<file path="src/ntm_pkg.sv">
// NTM controller cell shared definitions
// Q8.8 fixed-point types, sequencer states and fixed-point constants
package ntm_pkg;

  //////////////////////////////////////////////////
  // Widths
  //////////////////////////////////////////////////

  // One operand, one h element
  localparam int DATA_W = 16;
  // Q8.8 fraction
  localparam int FRAC_BITS = 8;
  // Room for 256 Q16.16 products plus the bias
  localparam int ACC_W = 40;

  //////////////////////////////////////////////////
  // Types
  //////////////////////////////////////////////////

  typedef logic signed [DATA_W-1:0] data_t;
  typedef logic signed [ACC_W-1:0] acc_t;

  // Sequencer steps, one per phase of h(t)
  typedef enum logic [2:0] {
    IDLE,
    CONV_WX,
    CONV_KR,
    CONV_UH,
    ADD_BIAS,
    LOGISTIC
  } step_e;

  //////////////////////////////////////////////////
  // Constants
  //////////////////////////////////////////////////

  // 1.0 and 0.5 in Q8.8
  localparam data_t ONE_FIX = 16'sd256;
  localparam data_t HALF_FIX = 16'sd128;

endpackage
</file>
<file path="src/ntm_mac_if.sv">
// Operand and accumulator link between the sequencer and the MAC
// Sequencer supplies the pair and the strobes, MAC returns the running sum
`timescale 1ns/1ps

interface ntm_mac_if;

  // Zero the sum at the start of a step
  logic clear;
  // One product per cycle while high
  logic enable;
  ntm_pkg::data_t a;
  ntm_pkg::data_t b;
  // Running sum, Q16.16 scaled
  ntm_pkg::acc_t sum;

  modport seq (
    output clear, enable, a, b,
    input  sum
  );

  modport mac (
    input  clear, enable, a, b,
    output sum
  );

endinterface

</file>
<file path="src/ntm_controller.sv">
// NTM controller cell, top level
// h(t) = logistic(W.x + K.r + U.h(t-1) + b) for one element in Q8.8,
// operands streamed on a plain strobe
`timescale 1ns/1ps

module ntm_controller #(
  parameter int VEC_LEN = 4
) (
  input  logic           CLK,
  input  logic           RST,
  input  logic           start,
  input  logic           in_enable,
  input  ntm_pkg::data_t a_in,
  input  ntm_pkg::data_t b_in,
  output logic           ready,
  output ntm_pkg::data_t h_out,
  output logic           h_out_enable
);

  //////////////////////////////////////////////////
  // Internal links
  //////////////////////////////////////////////////

  ntm_mac_if u_mac_if ();

  // Sequencer to logistic
  ntm_pkg::data_t z;
  logic           z_valid;
  ntm_pkg::data_t y;
  logic           y_valid;

  ntm_sequencer #(
    .VEC_LEN(VEC_LEN)
  ) u_sequencer (
    .CLK      (CLK),
    .RST      (RST),
    .start    (start),
    .in_enable(in_enable),
    .a_in     (a_in),
    .b_in     (b_in),
    .ready    (ready),
    .mac      (u_mac_if.seq),
    .z        (z),
    .z_valid  (z_valid),
    .y        (y),
    .y_valid  (y_valid)
  );

  ntm_mac u_mac (
    .CLK(CLK),
    .RST(RST),
    .mac(u_mac_if.mac)
  );

  ntm_logistic u_logistic (
    .CLK    (CLK),
    .RST    (RST),
    .z      (z),
    .z_valid(z_valid),
    .y      (y),
    .y_valid(y_valid)
  );

  // Logistic result is h(t), also fed back to the sequencer
  assign h_out        = y;
  assign h_out_enable = y_valid;

endmodule

</file>
<file path="src/ntm_sequencer.sv">
// Step sequencer of the NTM controller cell
// Walks the W.x, K.r and U.h phases, adds the bias, feeds the logistic
// and keeps h(t-1) for the next step
`timescale 1ns/1ps

module ntm_sequencer #(
  parameter int VEC_LEN = 4
) (
  input  logic           CLK,
  input  logic           RST,
  input  logic           start,
  input  logic           in_enable,
  input  ntm_pkg::data_t a_in,
  input  ntm_pkg::data_t b_in,
  output logic           ready,
  ntm_mac_if.seq         mac,
  output ntm_pkg::data_t z,
  output logic           z_valid,
  input  ntm_pkg::data_t y,
  input  logic           y_valid
);

  //////////////////////////////////////////////////
  // Local constants and state
  //////////////////////////////////////////////////

  localparam int CNT_W = (VEC_LEN > 1) ? $clog2(VEC_LEN) : 1;
  localparam logic [CNT_W-1:0] CNT_LAST = CNT_W'(VEC_LEN - 1);

  // Saturation limits of z in accumulator width
  localparam ntm_pkg::acc_t Z_MAX = ntm_pkg::acc_t'(2**(ntm_pkg::DATA_W-1) - 1);
  localparam ntm_pkg::acc_t Z_MIN = ntm_pkg::acc_t'(-(2**(ntm_pkg::DATA_W-1)));

  ntm_pkg::step_e state;
  logic [CNT_W-1:0] cnt;
  // h(t-1), zero until the first step completes
  ntm_pkg::data_t h_prev;

  logic conv_phase;
  logic last_pair;
  ntm_pkg::acc_t biased;
  ntm_pkg::acc_t shifted;
  ntm_pkg::data_t z_sat;

  //////////////////////////////////////////////////
  // Operand routing
  //////////////////////////////////////////////////

  assign conv_phase = (state == ntm_pkg::CONV_WX) || (state == ntm_pkg::CONV_KR) ||
                      (state == ntm_pkg::CONV_UH);
  assign last_pair  = (cnt == CNT_LAST);
  assign ready      = (state == ntm_pkg::IDLE);

  // Clear lands on the same edge that takes start
  assign mac.clear  = ready && start;
  assign mac.enable = conv_phase && in_enable;
  assign mac.a      = a_in;
  // U pairs with the held h, b_in unused there
  assign mac.b      = (state == ntm_pkg::CONV_UH) ? h_prev : b_in;

  //////////////////////////////////////////////////
  // Bias and saturation
  //////////////////////////////////////////////////

  always_comb begin
    // Bias brought up to Q16.16 before the add
    biased  = mac.sum + (ntm_pkg::acc_t'(a_in) <<< ntm_pkg::FRAC_BITS);
    shifted = biased >>> ntm_pkg::FRAC_BITS;
    if (shifted > Z_MAX) begin
      z_sat = ntm_pkg::data_t'(Z_MAX);
    end else if (shifted < Z_MIN) begin
      z_sat = ntm_pkg::data_t'(Z_MIN);
    end else begin
      z_sat = ntm_pkg::data_t'(shifted);
    end
  end

  //////////////////////////////////////////////////
  // FSM
  //////////////////////////////////////////////////

  always_ff @(posedge CLK or posedge RST) begin
    if (RST) begin
      state <= ntm_pkg::IDLE;
      cnt   <= '0;
    end else begin
      case (state)
        ntm_pkg::IDLE: begin
          cnt <= '0;
          if (start) begin
            state <= ntm_pkg::CONV_WX;
          end
        end
        ntm_pkg::CONV_WX, ntm_pkg::CONV_KR, ntm_pkg::CONV_UH: begin
          // Waits through gaps, advances on the last pair
          if (in_enable) begin
            if (last_pair) begin
              cnt <= '0;
              case (state)
                ntm_pkg::CONV_WX: state <= ntm_pkg::CONV_KR;
                ntm_pkg::CONV_KR: state <= ntm_pkg::CONV_UH;
                default:          state <= ntm_pkg::ADD_BIAS;
              endcase
            end else begin
              cnt <= cnt + 1'b1;
            end
          end
        end
        ntm_pkg::ADD_BIAS: begin
          if (in_enable) begin
            state <= ntm_pkg::LOGISTIC;
          end
        end
        // z is in the logistic now
        default: begin
          state <= ntm_pkg::IDLE;
        end
      endcase
    end
  end

  //////////////////////////////////////////////////
  // z handoff and recurrent state
  //////////////////////////////////////////////////

  always_ff @(posedge CLK or posedge RST) begin
    if (RST) begin
      z_valid <= 1'b0;
      h_prev  <= '0;
    end else begin
      z_valid <= (state == ntm_pkg::ADD_BIAS) && in_enable;
      // New h(t-1) once the logistic result arrives
      if (y_valid) begin
        h_prev <= y;
      end
    end
  end

  // Sampled together with the bias strobe
  always_ff @(posedge CLK or posedge RST) begin
    if (RST) begin
      z <= '0;
    end else if ((state == ntm_pkg::ADD_BIAS) && in_enable) begin
      z <= z_sat;
    end
  end

endmodule

</file>
<file path="src/ntm_logistic.sv">
// Hard-sigmoid logistic unit
// y = z/4 + 1/2 clamped to 0 through 1.0, registered, one cycle latency
`timescale 1ns/1ps

module ntm_logistic (
  input  logic           CLK,
  input  logic           RST,
  input  ntm_pkg::data_t z,
  input  logic           z_valid,
  output ntm_pkg::data_t y,
  output logic           y_valid
);

  // Unclamped slope and offset
  ntm_pkg::data_t lin;
  ntm_pkg::data_t clamped;

  always_comb begin
    // Quarter slope plus half, no overflow in 16 bits
    lin = (z >>> 2) + ntm_pkg::HALF_FIX;
    if (lin < 0) begin
      clamped = '0;
    end else if (lin > ntm_pkg::ONE_FIX) begin
      clamped = ntm_pkg::ONE_FIX;
    end else begin
      clamped = lin;
    end
  end

  // Result held until the next z, pulse on y_valid
  always_ff @(posedge CLK or posedge RST) begin
    if (RST) begin
      y       <= '0;
      y_valid <= 1'b0;
    end else begin
      y_valid <= z_valid;
      if (z_valid) begin
        y <= clamped;
      end
    end
  end

endmodule

</file>
<file path="src/ntm_mac.sv">
// Multiply-accumulate unit of the NTM controller cell
// Sums a*b over the W.x, K.r and U.h phases into one Q16.16 accumulator
`timescale 1ns/1ps

module ntm_mac (
  input logic CLK,
  input logic RST,
  ntm_mac_if.mac mac
);

  //////////////////////////////////////////////////
  // Product
  //////////////////////////////////////////////////

  // Full-width signed product, Q16.16
  logic signed [2*ntm_pkg::DATA_W-1:0] prod;

  always_comb begin
    // Operands widen to the product width before the multiply
    prod = mac.a * mac.b;
  end

  //////////////////////////////////////////////////
  // Accumulator
  //////////////////////////////////////////////////

  // Clear wins over enable, the sequencer never raises both
  always_ff @(posedge CLK or posedge RST) begin
    if (RST) begin
      mac.sum <= '0;
    end else if (mac.clear) begin
      mac.sum <= '0;
    end else if (mac.enable) begin
      // Sign extended product added to the sum
      mac.sum <= mac.sum + ntm_pkg::acc_t'(prod);
    end
  end

endmodule

</file>
<file path="config.mk">
export PLATFORM = sky130hd
export DESIGN_NAME = ntm_controller
export DESIGN_NICKNAME = d
export VERILOG_FILES = /design/src/ntm_pkg.sv /design/src/ntm_mac_if.sv /design/src/ntm_controller.sv /design/src/ntm_sequencer.sv /design/src/ntm_logistic.sv /design/src/ntm_mac.sv
export SDC_FILE = /design/constraint.sdc
export NUM_CORES = 1
export LEC_CHECK = 0
export CAP_MARGIN = 20
export CORE_UTILIZATION = 35
export DETAILED_ROUTE_END_ITERATION = 6
export DONT_BUFFER_PORTS = 1
export MAX_ROUTING_LAYER = met4
export SLEW_MARGIN = 40
export SYNTH_ARGS = -nofsm -noshare
export SYNTH_HDL_FRONTEND = slang
export SYNTH_SLANG_ARGS = --single-unit
</file>
<file path="constraint.sdc">
create_clock -name CLK -period 12.3 [get_ports CLK]
set_input_delay 1.845 -clock CLK [delete_from_list [all_inputs] [get_ports CLK]]
set_output_delay 1.845 -clock CLK [all_outputs]
set_load 0.01 [all_outputs]
</file>
==> reports/results.ini <==
[logic_synthesis]
async_reset_ff_share_pct=100
synth_edf_count=0
ys_warn_count=0
synth_top_area_share_pct=37.3
avgSynthCellArea_um2=9.44
seq_area_frac_synth_pct=12.5
synth_cell_type_count=82
ys_seq_elements=89
syn_area_um2=17800
synth_ff_type=dfrtp_1
synth_cells=1884
yosysTopAreaCell=fa_1
synthTopCellsByArea=fa_1, dfrtp_1, ha_1

[clock_tree]
cts.path.max_buffers=2
cts.reportedPaths.clkPinSlew_ns=0.07
clock_sinks=89
h-tree-depth=3
cts_resized=0
ctsRootBufferMaster=clkbuf_16
cts_setup_buffers=0
cts_tree=yes
clkLatencyLatePin_ns=0.37
cts_hold_buf=0
cts_made_buffers=9

[timing]
timing.fmax_ghz=0.118
tightest_slew_ns=0.732
drv_slew=0
rsz0062_at_grt=false
finalCritPeriodShare_pct=69.1
finalSetupTns_ns=0
fin_skew_ns=0.00954
slew_headroom_pct=50.8
finalSetupViolations=0
finalCriticalPeriod_ns=8.49
report.final.hold_viol_count=0

[layout]
layout_commonest_cell=inv_1
drive_gt1_share_pct=4.82
antenna_cells=0
final_cell_mix=inv_1, fa_1, nand2_1
area_growth_pct=5.49
num-nets-final=2357

[routing]
drt-initial-drc-count=708
wl_um=43000
firstDrtPassIters=5
ant_nets=0
wl_per_cell_um=17.1
vias=12800
vias_per_cell=5.06
drc=0

[placement]
gp_congestion=0.895
io_buffers=0
place_hpwl_um=35400

[floorplanning]
initial_utilization_pct=35.5
die_h_um=227
io_pins=54
die_w_um=227
coreArea_um2=50200
die-area_um2=51700
rows=82

[global_route]
grt_usage_pct=18.3
grt_pass1_wl_um=72000
antenna_found_initial=0
grt_max_degree=51
grt_pass1_vias=13400
grt.overflow.total=0

[worst_setup_path]
start_kind=input pin
crit_type=in2reg
required_ns=12.56
cp_max_fo=16
crit_arrival_ns=8.75
endpoint_kind=flop

[job]
cap_violations=0

[outcome]
status=completed

[hold_path]
hp-class=reg2reg

==> cell type report <==
type                    count  area [um2]
clock buffers               9         225
multi-input cells        1293       13600
flip-flops and latches     89        2230
repair buffers             13         113
inverters                 436        1640
clock inverters             7        76.3
well taps                 672         841
fillers                  4981       31400
==> final timing paths <==
| kind | from | to | slack [ns] | cells after the start |
|---|---|---|---|---|
| worst max register to register | u_sequencer.state[2]$_DFFE_PP0P_ | u_mac.mac.sum[37]$_DFFE_PP0P_ | 4.07 | 27 |
| worst min register to register | u_sequencer.h_prev[1]$_DFFE_PP0P_ | u_sequencer.h_prev[1]$_DFFE_PP0P_ | 0.51 | 1 |
| min in group asynchronous | RST | u_sequencer.cnt[0]$_DFFE_PP0P_ | 1.39 | 1 |
| worst max-delay path | b_in[1] | u_mac.mac.sum[37]$_DFFE_PP0P_ | 3.81 | 25 |
| worst min-delay path | u_sequencer.h_prev[1]$_DFFE_PP0P_ | u_sequencer.h_prev[1]$_DFFE_PP0P_ | 0.51 | 1 |
| max in group asynchronous | RST | u_sequencer.h_prev[7]$_DFFE_PP0P_ | 9.86 | 2 |
==> cell families (layout without fill, tap and decap cells) <==
logic type,after synthesis,after routing,synth area share [%]
AO/OA/AOI/OAI,267,267,11.2
XOR/XNOR,61,61,3.00
adder cells (fa/ha/maj),479,479,47.7
buffers and inverters,503,465,10.9
flip-flops,89,89,12.5
multiplexers,31,31,1.93
other,1,2,0.0211
AND/OR/NAND/NOR,453,453,12.8
==> layer usage <==
layer	GRT usage, %	vias to the layer above	wire length (um)
met5	-	-	0
met3	3.45	38	2520
met1	25.0	6536	19600
met4	3.57	0	574
li1	-	5842	-
met2	28.5	337	20400
==> flip-flops by register name, indices dropped and copies added (netlist names) <==
signal               count
u_sequencer.z_valid      1
u_sequencer.cnt          2
u_logistic.y_valid       1
u_sequencer.z           14
u_sequencer.h_prev      14
u_logistic.y            14
u_mac.mac.sum           40
u_sequencer.state        3
==> cells in the mapped netlist, drive strengths merged (6+ instances only) <==
cell type / number
nand3: 17
o32ai: 13
nand2: 166
o21ai: 51
a31oi: 6
ha: 148
and2: 73
nor3: 13
xnor2: 46
nand4: 10
inv: 436
a21o: 22
a22o: 39
mux2: 27
a211oi: 6
nand2b: 9
clkbuf: 56
dfrtp: 89
a21oi: 57
or3: 6
buf: 11
and3: 21
nor2: 71
xor2: 15
nor2b: 38
fa: 331
a211o: 6
o21bai: 11
==> stage by stage <==
stage | hold slack, ns | cell area, um2 | setup slack, ns | util [%] | instances
2_1_floorplan | 0.462 | 17800 | 3.89 | - | 1885
3_3_place_gp | 0.488 | 18400 | 3.53 | 36.7 | 2499
3_5_place_dp | 0.493 | 18500 | 3.45 | 36.8 | 2503
4_1_cts | 0.513 | 18800 | 3.82 | 37.4 | 2519
5_1_grt | 0.527 | 18800 | 3.28 | 37.4 | 2519
6_report | 0.514 | 18800 | 3.81 | 37.4 | 2519
==> critical path, stage by stage <==
cell and delay [ns]:
mux2_2 0.40, nand2_1 0.20, inv_1 0.09, fa_1 0.78
fa_1 0.47, inv_1 0.32, fa_1 0.48, inv_1 0.09
fa_1 0.41, fa_1 0.50, inv_1 0.05, fa_1 0.47
inv_1 0.04, ha_1 0.33, a21o_1 0.18, a21o_1 0.17
a21oi_1 0.26, nand2_1 0.09, o31ai_1 0.26, a21oi_1 0.16
o41a_1 0.38, a31oi_1 0.24, nor2b_1 0.19, mux2i_1 0.09
a221o_1 0.25
Power is not shown: default switching activity piles up to over one toggle a cycle in this logic, so the estimate is an artifact.
